### src/zx_paging_pkg.sv
//==============================
// Shared types for the Spectrum paging unit.
// Address, byte, bank and machine encodings used by
// the port decoders, the mapper and the top level.
//==============================

package zx_paging_pkg;

	// CPU side
	typedef logic [15:0] cpu_addr_t;
	typedef logic [7:0]  byte_t;

	//==============================
	// Page geometry
	// A 16K page takes the low 14 address bits
	localparam int PAGE_BITS = 14;

	typedef logic [PAGE_BITS-1:0] page_offset_t;

	// Physical bank number
	// Bit 3 set means ROM, then bits 1..0 give the ROM index.
	// With bit 3 clear, bits 2..0 give the RAM bank 0..7.
	typedef logic [3:0] bank_t;

	// Bank on top, offset inside the page below
	typedef logic [$bits(bank_t)+PAGE_BITS-1:0] phys_addr_t;

	//==============================
	// Machine type
	// Sampled into the unit while reset is high
	typedef enum logic [1:0] {
		ARCH_48    = 2'd0,
		ARCH_128   = 2'd1,
		ARCH_PLUS3 = 2'd2
	} arch_t;

endpackage

### src/cpu_bus_if.sv
//==============================
// CPU bus as seen by the paging unit.
// Driven from the top-level ports, read by both port
// decoders and by the memory mapper.
//==============================

`timescale 1ns/1ps

interface cpu_bus_if;

	zx_paging_pkg::cpu_addr_t addr;
	zx_paging_pkg::byte_t     data;
	// High through a whole I/O write cycle
	logic                     io_wr;
	logic                     mem_rd;
	logic                     mem_wr;

	// Port decoders only look at I/O writes
	modport decoder (input addr, data, io_wr);

	modport mapper (input addr, mem_rd, mem_wr);

	// Top-level side
	modport source (output addr, data, io_wr, mem_rd, mem_wr);

endinterface

### src/paging_if.sv
//==============================
// Paging register fields.
// The 7FFD decoder owns the machine type, its register
// and the lock, the 1FFD decoder owns the +3 register.
// The mapper reads all of them.
//==============================

`timescale 1ns/1ps

interface paging_if;

	// Machine type, latched during reset
	zx_paging_pkg::arch_t arch;

	// 128K paging register
	zx_paging_pkg::byte_t reg_7ffd;

	// Paging disabled, either 48K or 7FFD bit 5
	logic                 locked;

	// +3 paging register
	zx_paging_pkg::byte_t reg_1ffd;

	modport port128 (
		output arch,
		output reg_7ffd,
		output locked
	);

	// +3 decoder honours the lock set through 7FFD
	modport port_plus3 (
		input  arch,
		input  locked,
		output reg_1ffd
	);

	modport mapper (input arch, reg_7ffd, locked, reg_1ffd);

endinterface

### src/port_7ffd.sv
//==============================
// 128K paging port decoder.
// Latches the machine type while reset is high, holds
// the 7FFD register and produces the paging lock.
//==============================

`timescale 1ns/1ps

module port_7ffd (
	input  logic                 clk_sys,
	input  logic                 reset,
	input  zx_paging_pkg::arch_t arch_in,
	cpu_bus_if.decoder           bus,
	paging_if.port128            pg
);

	zx_paging_pkg::arch_t arch_q;
	zx_paging_pkg::byte_t reg_q;
	logic                 io_wr_q;
	logic                 wr_edge;
	logic                 port_hit;
	logic                 locked;

	//==============================
	// Write decode
	// First clock with io_wr high after a low one
	assign wr_edge = bus.io_wr & ~io_wr_q;

	// A15 and A1 low; the +3 also needs A14 high
	assign port_hit = ~bus.addr[15] & ~bus.addr[1]
		& (bus.addr[14] | (arch_q != zx_paging_pkg::ARCH_PLUS3));

	// 48K has no paging at all
	assign locked = (arch_q == zx_paging_pkg::ARCH_48) | reg_q[5];

	always_ff @(posedge clk_sys) begin
		if (reset) begin
			arch_q  <= arch_in;
			reg_q   <= '0;
			io_wr_q <= 1'b0;
		end else begin
			io_wr_q <= bus.io_wr;
			if (wr_edge && port_hit && !locked) begin
				reg_q <= bus.data;
			end
		end
	end

	assign pg.arch     = arch_q;
	assign pg.reg_7ffd = reg_q;
	assign pg.locked   = locked;

	//==============================
	// Once locked, only a reset can change the register
	locked_hold_a: assert property (
		@(posedge clk_sys) disable iff (reset)
		locked |=> $stable(reg_q)
	);

endmodule

### src/port_1ffd.sv
//==============================
// +3 paging port decoder.
// Holds the 1FFD register: special RAM modes, upper
// ROM bit and disk motor. Only active on the +3.
//==============================

`timescale 1ns/1ps

module port_1ffd (
	input  logic          clk_sys,
	input  logic          reset,
	cpu_bus_if.decoder    bus,
	paging_if.port_plus3  pg
);

	zx_paging_pkg::byte_t reg_q;
	logic                 io_wr_q;
	logic                 wr_edge;
	logic                 port_hit;

	// Own edge detector, same rule as the 7FFD side
	assign wr_edge = bus.io_wr & ~io_wr_q;

	// A15, A14, A13, A1 low and A12 high
	assign port_hit = ~bus.addr[15] & ~bus.addr[14] & ~bus.addr[13]
		& bus.addr[12] & ~bus.addr[1]
		& (pg.arch == zx_paging_pkg::ARCH_PLUS3) & ~pg.locked;

	always_ff @(posedge clk_sys) begin
		if (reset) begin
			reg_q   <= '0;
			io_wr_q <= 1'b0;
		end else begin
			io_wr_q <= bus.io_wr;
			if (wr_edge && port_hit) begin
				reg_q <= bus.data;
			end
		end
	end

	assign pg.reg_1ffd = reg_q;

	//==============================
	// Machine type comes from the 7FFD side
	plus3_only_a: assert property (
		@(posedge clk_sys) disable iff (reset)
		(pg.arch != zx_paging_pkg::ARCH_PLUS3) |-> (reg_q == '0)
	);

endmodule

### src/mem_mapper.sv
//==============================
// Memory mapper.
// Turns a CPU address into bank and offset from both
// paging registers, and gates RAM writes to ROM.
// Purely combinational.
//==============================

`timescale 1ns/1ps

module mem_mapper (
	cpu_bus_if.mapper                  bus,
	paging_if.mapper                   pg,
	output zx_paging_pkg::phys_addr_t  phys_addr,
	output logic                       ram_rd,
	output logic                       ram_we,
	output logic                       screen_page,
	output logic                       disk_motor
);

	logic [1:0]                  quarter;
	logic [1:0]                  rom_idx;
	logic [2:0]                  special_ram;
	logic                        special;
	zx_paging_pkg::bank_t        bank;
	zx_paging_pkg::page_offset_t offset;

	assign quarter = bus.addr[15:14];
	assign offset  = bus.addr[zx_paging_pkg::PAGE_BITS-1:0];
	assign special = pg.reg_1ffd[0];

	// ROM index per machine
	always_comb begin
		case (pg.arch)
			zx_paging_pkg::ARCH_PLUS3: rom_idx = {pg.reg_1ffd[2], pg.reg_7ffd[4]};
			zx_paging_pkg::ARCH_128:   rom_idx = {1'b0, pg.reg_7ffd[4]};
			default:                   rom_idx = 2'd3;
		endcase
	end

	//==============================
	// +3 all-RAM configurations
	always_comb begin
		case (pg.reg_1ffd[2:1])
			2'd0: special_ram = {1'b0, quarter};
			2'd1: special_ram = {1'b1, quarter};
			2'd2: special_ram = (quarter == 2'd3) ? 3'd3 : {1'b1, quarter};
			default: begin
				case (quarter)
					2'd0:    special_ram = 3'd4;
					2'd1:    special_ram = 3'd7;
					2'd2:    special_ram = 3'd6;
					default: special_ram = 3'd3;
				endcase
			end
		endcase
	end

	// Bank select and write gating
	always_comb begin
		if (special) begin
			bank = {1'b0, special_ram};
		end else begin
			case (quarter)
				2'd0:    bank = {2'b10, rom_idx};
				2'd1:    bank = 4'd5;
				2'd2:    bank = 4'd2;
				default: bank = {1'b0, pg.reg_7ffd[2:0]};
			endcase
		end
		ram_we = bus.mem_wr & ~bank[3];
		// ROM only ever sits in quarter 0 of the normal map
		assert (!(ram_we && !special && quarter == 2'd0));
	end

	assign phys_addr   = {bank, offset};
	assign ram_rd      = bus.mem_rd;
	assign screen_page = pg.reg_7ffd[3];
	assign disk_motor  = pg.reg_1ffd[3];

endmodule

### src/zx_paging_unit.sv
//==============================
// Paging unit top level.
// CPU bus in, physical bank and offset out. Port writes
// take effect one clock after the io_wr edge.
//==============================

`timescale 1ns/1ps

module zx_paging_unit (
	input  logic                       clk_sys,
	input  logic                       reset,
	input  zx_paging_pkg::arch_t       arch,
	input  zx_paging_pkg::cpu_addr_t   addr,
	input  zx_paging_pkg::byte_t       data,
	input  logic                       io_wr,
	input  logic                       mem_rd,
	input  logic                       mem_wr,
	output zx_paging_pkg::phys_addr_t  phys_addr,
	output logic                       ram_rd,
	output logic                       ram_we,
	output logic                       screen_page,
	output logic                       disk_motor,
	output logic                       paging_locked
);

	cpu_bus_if bus_i ();
	paging_if  pg_i ();

	//==============================
	// CPU bus into the interface
	assign bus_i.addr   = addr;
	assign bus_i.data   = data;
	assign bus_i.io_wr  = io_wr;
	assign bus_i.mem_rd = mem_rd;
	assign bus_i.mem_wr = mem_wr;

	assign paging_locked = pg_i.locked;

	// Decoders side by side
	port_7ffd port_7ffd_i (
		.clk_sys (clk_sys),
		.reset   (reset),
		.arch_in (arch),
		.bus     (bus_i),
		.pg      (pg_i)
	);

	port_1ffd port_1ffd_i (
		.clk_sys (clk_sys),
		.reset   (reset),
		.bus     (bus_i),
		.pg      (pg_i)
	);

	//==============================
	// Address mapping
	mem_mapper mem_mapper_i (
		.bus         (bus_i),
		.pg          (pg_i),
		.phys_addr   (phys_addr),
		.ram_rd      (ram_rd),
		.ram_we      (ram_we),
		.screen_page (screen_page),
		.disk_motor  (disk_motor)
	);

endmodule

### config.mk
export PLATFORM = sky130hd
export DESIGN_NAME = zx_paging_unit
export DESIGN_NICKNAME = d
export VERILOG_FILES = /design/src/zx_paging_pkg.sv /design/src/cpu_bus_if.sv /design/src/paging_if.sv /design/src/port_7ffd.sv /design/src/port_1ffd.sv /design/src/mem_mapper.sv /design/src/zx_paging_unit.sv
export SDC_FILE = /design/constraint.sdc
export NUM_CORES = 1
export LEC_CHECK = 0
export BUFFER_PORTS_ARGS = -buffer_cell sky130_fd_sc_hd__buf_2
export CAP_MARGIN = 25
export CORE_MARGIN = 2
export CORE_UTILIZATION = 43
export CTS_CLUSTER_DIAMETER = 80
export DETAILED_ROUTE_END_ITERATION = 8
export GPL_TIMING_DRIVEN = 0
export PLACE_DENSITY = 0.88
export SETUP_SLACK_MARGIN = 0.4
export SKIP_CTS_REPAIR_TIMING = 1
export SLEW_MARGIN = 10
export SYNTH_ARGS = -nofsm -noshare
export SYNTH_HDL_FRONTEND = slang
export SYNTH_SLANG_ARGS = --single-unit
export TNS_END_PERCENT = 1
### constraint.sdc
create_clock -name clk_sys -period 2.75 [get_ports clk_sys]
set_input_delay 0.4125 -clock clk_sys [delete_from_list [all_inputs] [get_ports clk_sys]]
set_output_delay 0.4125 -clock clk_sys [all_outputs]
set_load 0.1 [all_outputs]
======== Word-level counts from Yosys, hierarchy flattened ========
Cells that the tools add are included.
operators by class
  reduce and logical (&&, ||, !) cells .... 7
  equality and inequality tests ........... 8
  multiplexer cells ....................... 6
  bitwise logic cells ..................... 19
operator list
  operator                                             count
  one-hot mux 3 bit (3 select lines)                   2
  one-hot mux 4 bit (3 select lines)                   1
  bitwise AND 1 bit                                    10
  equality test 2 bit, second input constant           4
  NOT 1 bit                                            7
  equality test 2 x 1 -> 1 bit, second input constant  3
  zero test 2 bit                                      3
  2-to-1 mux 4 bit                                     1
  one-hot mux 2 bit (2 select lines)                   1
  logical AND 1 bit                                    3
  2-to-1 mux 3 bit                                     1
  != test 2 bit, second input constant                 1
  OR 1 bit                                             2
  zero test 1 bit                                      1
storage, ports and cells
  input port bits ......................... 31
  flip-flop bits (word level) ............. 13
  logic and storage cells ................. 44
  output and inout port bits .............. 23

======== Logic depth before layout (Yosys ltp) ========
  word-level depth ........................ 8
  depth in mapped cells ................... 6
  mapped depth without buffers ............ 5

======== Cells and area by module ========
From an unflattened synthesis, not the netlist that was laid out.
unflattened totals
  cells, all modules ...................... 119
  area total of the unflattened synthesis .. 1149.9 µm²
by module, submodules not included
  module      cells an instance  instances  sequential area each (µm²)  area an instance (µm²)
  port_7ffd   41                 1          240.2                       441.7
  port_1ffd   38                 1          180.2                       416.6
  mem_mapper  40                 1          0.0                         291.5

======== Worst setup path before layout ========
No wires, ideal clock.
  path kind ............................... input -> output
  start point ............................. in addr[14]
  end point ............................... out ram_we
  path slack .............................. -1.612 ns
  required time ........................... 2.338 ns
  path buffers ............................ 1
  arrival time ............................ 3.950 ns
  cell stages on the path ................. 3
  path through ............................ buf_2 > nor3_1 > nor2b_1
on the way
  cells in the longest elaborated chain, start to end .. 5
  elaborated cells on any way between the ends .. 7
  classes of those cells .................. eq/ne: 2; mux: 2; bitwise: 2; reduce/logical: 1
RTL lines
  element                                            RTL line              RTL
  start: declaration                                 zx_paging_unit.sv:13  input zx_paging_pkg::cpu_addr_t addr,
  equality test 2 bit, or another cell as far along  mem_mapper.sv:63      case (quarter)
  one-hot mux 4 bit (3 select lines) (*)             mem_mapper.sv:63
  2-to-1 mux 4 bit (*)                               mem_mapper.sv:60      if (special) begin
  via phys_addr[17]                                  zx_paging_unit.sv:18  output zx_paging_pkg::phys_addr_t phys_addr,
  NOT 1 bit (*)                                      mem_mapper.sv:70      ram_we = bus.mem_wr & ~bank[3];
  bitwise AND 1 bit (*)                              mem_mapper.sv:70
  end: declaration                                   zx_paging_unit.sv:20  output logic ram_we,
The timed path passes the listed nets; every way through them passes the cells marked *.

======== Worst setup path after layout ========
  start point ............................. reg port_7ffd_i.arch_q[0], in the netlist port_7ffd_i.pg.arch[0]
  end point ............................... out phys_addr[14]
on the way
  cells in the longest elaborated chain, start to end .. 4
  elaborated cells on any way between the ends .. 5
  classes of those cells .................. eq/ne: 2; mux: 3
RTL lines
  element                                                              RTL line              RTL
  start: declaration                                                   port_7ffd.sv:17       zx_paging_pkg::arch_t arch_q;
  start signal: assignment                                             port_7ffd.sv:38       arch_q <= arch_in;
  equality test 2 x 1 -> 1 bit or equality test 2 bit (tied branches)  mem_mapper.sv:33      case (pg.arch)
  one-hot mux 2 bit (2 select lines) (*)                               mem_mapper.sv:33
  one-hot mux 4 bit (3 select lines) (*)                               mem_mapper.sv:63
  2-to-1 mux 4 bit (*)                                                 mem_mapper.sv:60
  end: declaration                                                     zx_paging_unit.sv:18
Mark *: on every way between the ends. The rest lies on a longest branch, timed or not.

==> impl_results.md <==
* Sink Count at 13
* Root Driver: clkbuf_4
* Syn nets at 123
* Die width at 46.9 um
* Port buffer count at 38
* Post-synth top cells: buf_4, nand2_1, dfxtp_1
* Placed Instances at 152
* Routability cong. at 0.760
* Final period util at 0.818
* Placement Rows at 15
* Synth Instances at 89
* Hold Path End: port_7ffd_i.pg.arch[1]
* Worst r2r dst: port_1ffd_i.pg.reg_1ffd[2]
* FF-to-FF Start: port_7ffd_i.pg.arch[0]
* I/O pin total at 54
* Die height at 46.9 um
* Largest net degree at the start of global routing at 11
* CP max FO at 5
* Die ar. at 2200 um^2
* Status: finished clean
* Critical path class: reg2out
* First-pass GRT wire length at 2.63 mm
* Fin util at 0.613
* Sum of negative setup slack at 0 ns
* DP Wirelength at 1.42 mm
* WP depth at 6
* Unrepaired setup endpoints after global routing: false
* Reg2reg path depth at 5
* Slowest stage delay, CP at 0.40 ns
* Fmax at 0.445 GHz
* R2R Setup Slk at 1.13 ns
* DRC errors left at 0
* Hold-critical path depth at 1
* Worst Hold Class: in2reg
* Register area share after synthesis at 0.354
* Post-Route Skew at 0.000926 ns
* Clk slew on worst S/H paths at 0.07 ns
* Max Slew Vio Count at 0
* CTS Buffer Depth at 2
* Crit path DAT at 1.84 ns
* Synth async-reset ratio at 0
* Area fraction of the dominant cell type after synthesis at 0.278
* Setup violators final at 0
* Antenna cells at 0
* Core ar. at 1730 um^2
* CP endpoint kind: primary output
* CTS tree: yes
* Top post-synthesis cells by area: dfxtp_1, buf_4, mux2i_1
* MaxCap Viol Count at 0
* Finished Layout Cells at 156
* P_leak at 0.000540 uW
* Fin area at 1060 um^2
* Post-synth top flop: dfxtp_1
* HP Start: arch[1]
* Most common cell in the synthesized netlist: buf_4
* Cell Area, Synth at 791 um^2
* First-pass DRT Iterations at 4
* Ys Warns at 0
* Max VDD drop at 0.356 mV
* Leading area contributor after synthesis: dfxtp_1
* Gr usage total at 0.170
* Nets at 166
* Remaining Overflow, GRT at 0
* Final wirelength at 1.72 mm
* Post-route minimum period at 2.25 ns
* Number of global-route vias before repair at 633
* Routed Antenna Nets at 0
* Share of cells above drive strength 1 at 0.473
* Layout overhead on the synthesized area at 33.9%
* Initial core utilization at 0.458
* Worst path cell trace: inv_1 -> ha_1 -> o21ai_0 -> a21oi_1 -> a2bb2oi_2 -> clkbuf_4
* Vias per cell at 4.75
* Family with the most delay on the worst path: compound AO/OA/AOI/OAI gates
* Synth unique cells at 27
* Total number of vias at 741
* Syn_area_per_cell at 8.88 um^2
* Clk Latency, worst-skew pair at 0.27 ns
* DR iter-0 viols at 14
* Seq cells post-synth at 13
* Final Hold Fails at 0
* CP startpoint kind: register
* Worst rel slew slack at 0.678
* EDFF count, synth at 2
* Data required time of the worst path at 2.34 ns
* Area after DPL at 1030 um^2
* # H-tree levels at 1
* Worst Path Buf+Inv at 2
* P per Cell Area at 512 nW/um^2
* Initial antenna violation count at 0
* Num CTS Buffers at 3
* Worst slew pin tran at 0.487 ns
* Slowest stage cell, crit path: edfxtp_1
* DR WL/cell at 11.0 um
final cells by class:
cell class	count	area, um^2
fillers	169	668
multi-input cells	50	365
flip-flops and latches	13	280
repair buffers	38	193
plain buffers	18	133
well taps	25	31.3
inverters	8	30.0
clock buffers	4	26.3
routing by layer:
layer | GRT usage | up-vias | routed length, um
met5 | 0 | - | 0
met3 | 0.0346 | 6 | 180
met1 | 0.205 | 316 | 708
met2 | 0.279 | 44 | 776
li1 | - | 375 | -
met4 | 0.100 | 0 | 51
power breakdown:
part	internal, uW	leakage, uW	switching [uW]	total [uW]
combinational	51.6	0.000416	174	226
clock	56.2	0.0000150	57.7	114
sequential	199	0.000109	3.21	202
total	306	0.000540	235	541
cell usage in the layout, fill, tap and decap left out, drive strengths merged, types with 3 or more instances in the layout:
master and n:
o21ai 5, dfxtp 11, inv 8, clkbuf 6, nand2 12, mux2i 8
nand2b 3, buf 54, ha 3
worst max path at each step:
| stage | endpoint | from | slack, ns |
|---|---|---|---|
| global route | phys_addr[14] | port_7ffd_i.pg.arch[0] | 0.42 |
| detailed placement | phys_addr[14] | port_7ffd_i.pg.arch[0] | 0.72 |
| finish | phys_addr[14] | port_7ffd_i.pg.arch[0] | 0.50 |
| floorplan | phys_addr[15] | port_7ffd_i.pg.arch[0] | 0.02 |
| global placement | phys_addr[14] | port_7ffd_i.pg.arch[0] | 0.83 |
| CTS | phys_addr[14] | port_7ffd_i.pg.arch[0] | 0.42 |
sequential cells by signal (all words and copies together) (netlist names):
| register | count |
|---|---|
| port_7ffd_i.pg.arch | 2 |
| port_1ffd_i.pg.reg_1ffd | 4 |
| port_7ffd_i.pg.reg_7ffd | 6 |
| port_1ffd_i.io_wr_q | 1 |
metrics by stage:
| step | worst slack [ns] | total power (uW) | hold WS [ns] |
|---|---|---|---|
| after floorplan | 0.0202 | 394 | 0.431 |
| after global placement | 0.831 | 428 | 0.441 |
| after detailed placement | 0.723 | 432 | 0.453 |
| after CTS | 0.422 | 544 | 0.315 |
| after global routing | 0.417 | 562 | 0.311 |
| final | 0.501 | 541 | 0.318 |
cell families after synthesis:
logic type / share of synthesized area
AO/OA/AOI/OAI: 0.116
adder cells (fa/ha/maj): 0.0475
buffers and inverters: 0.206
flip-flops: 0.354
multiplexers: 0.101
AND/OR/NAND/NOR: 0.176
Note: power is estimated with default switching activity, not from simulation.
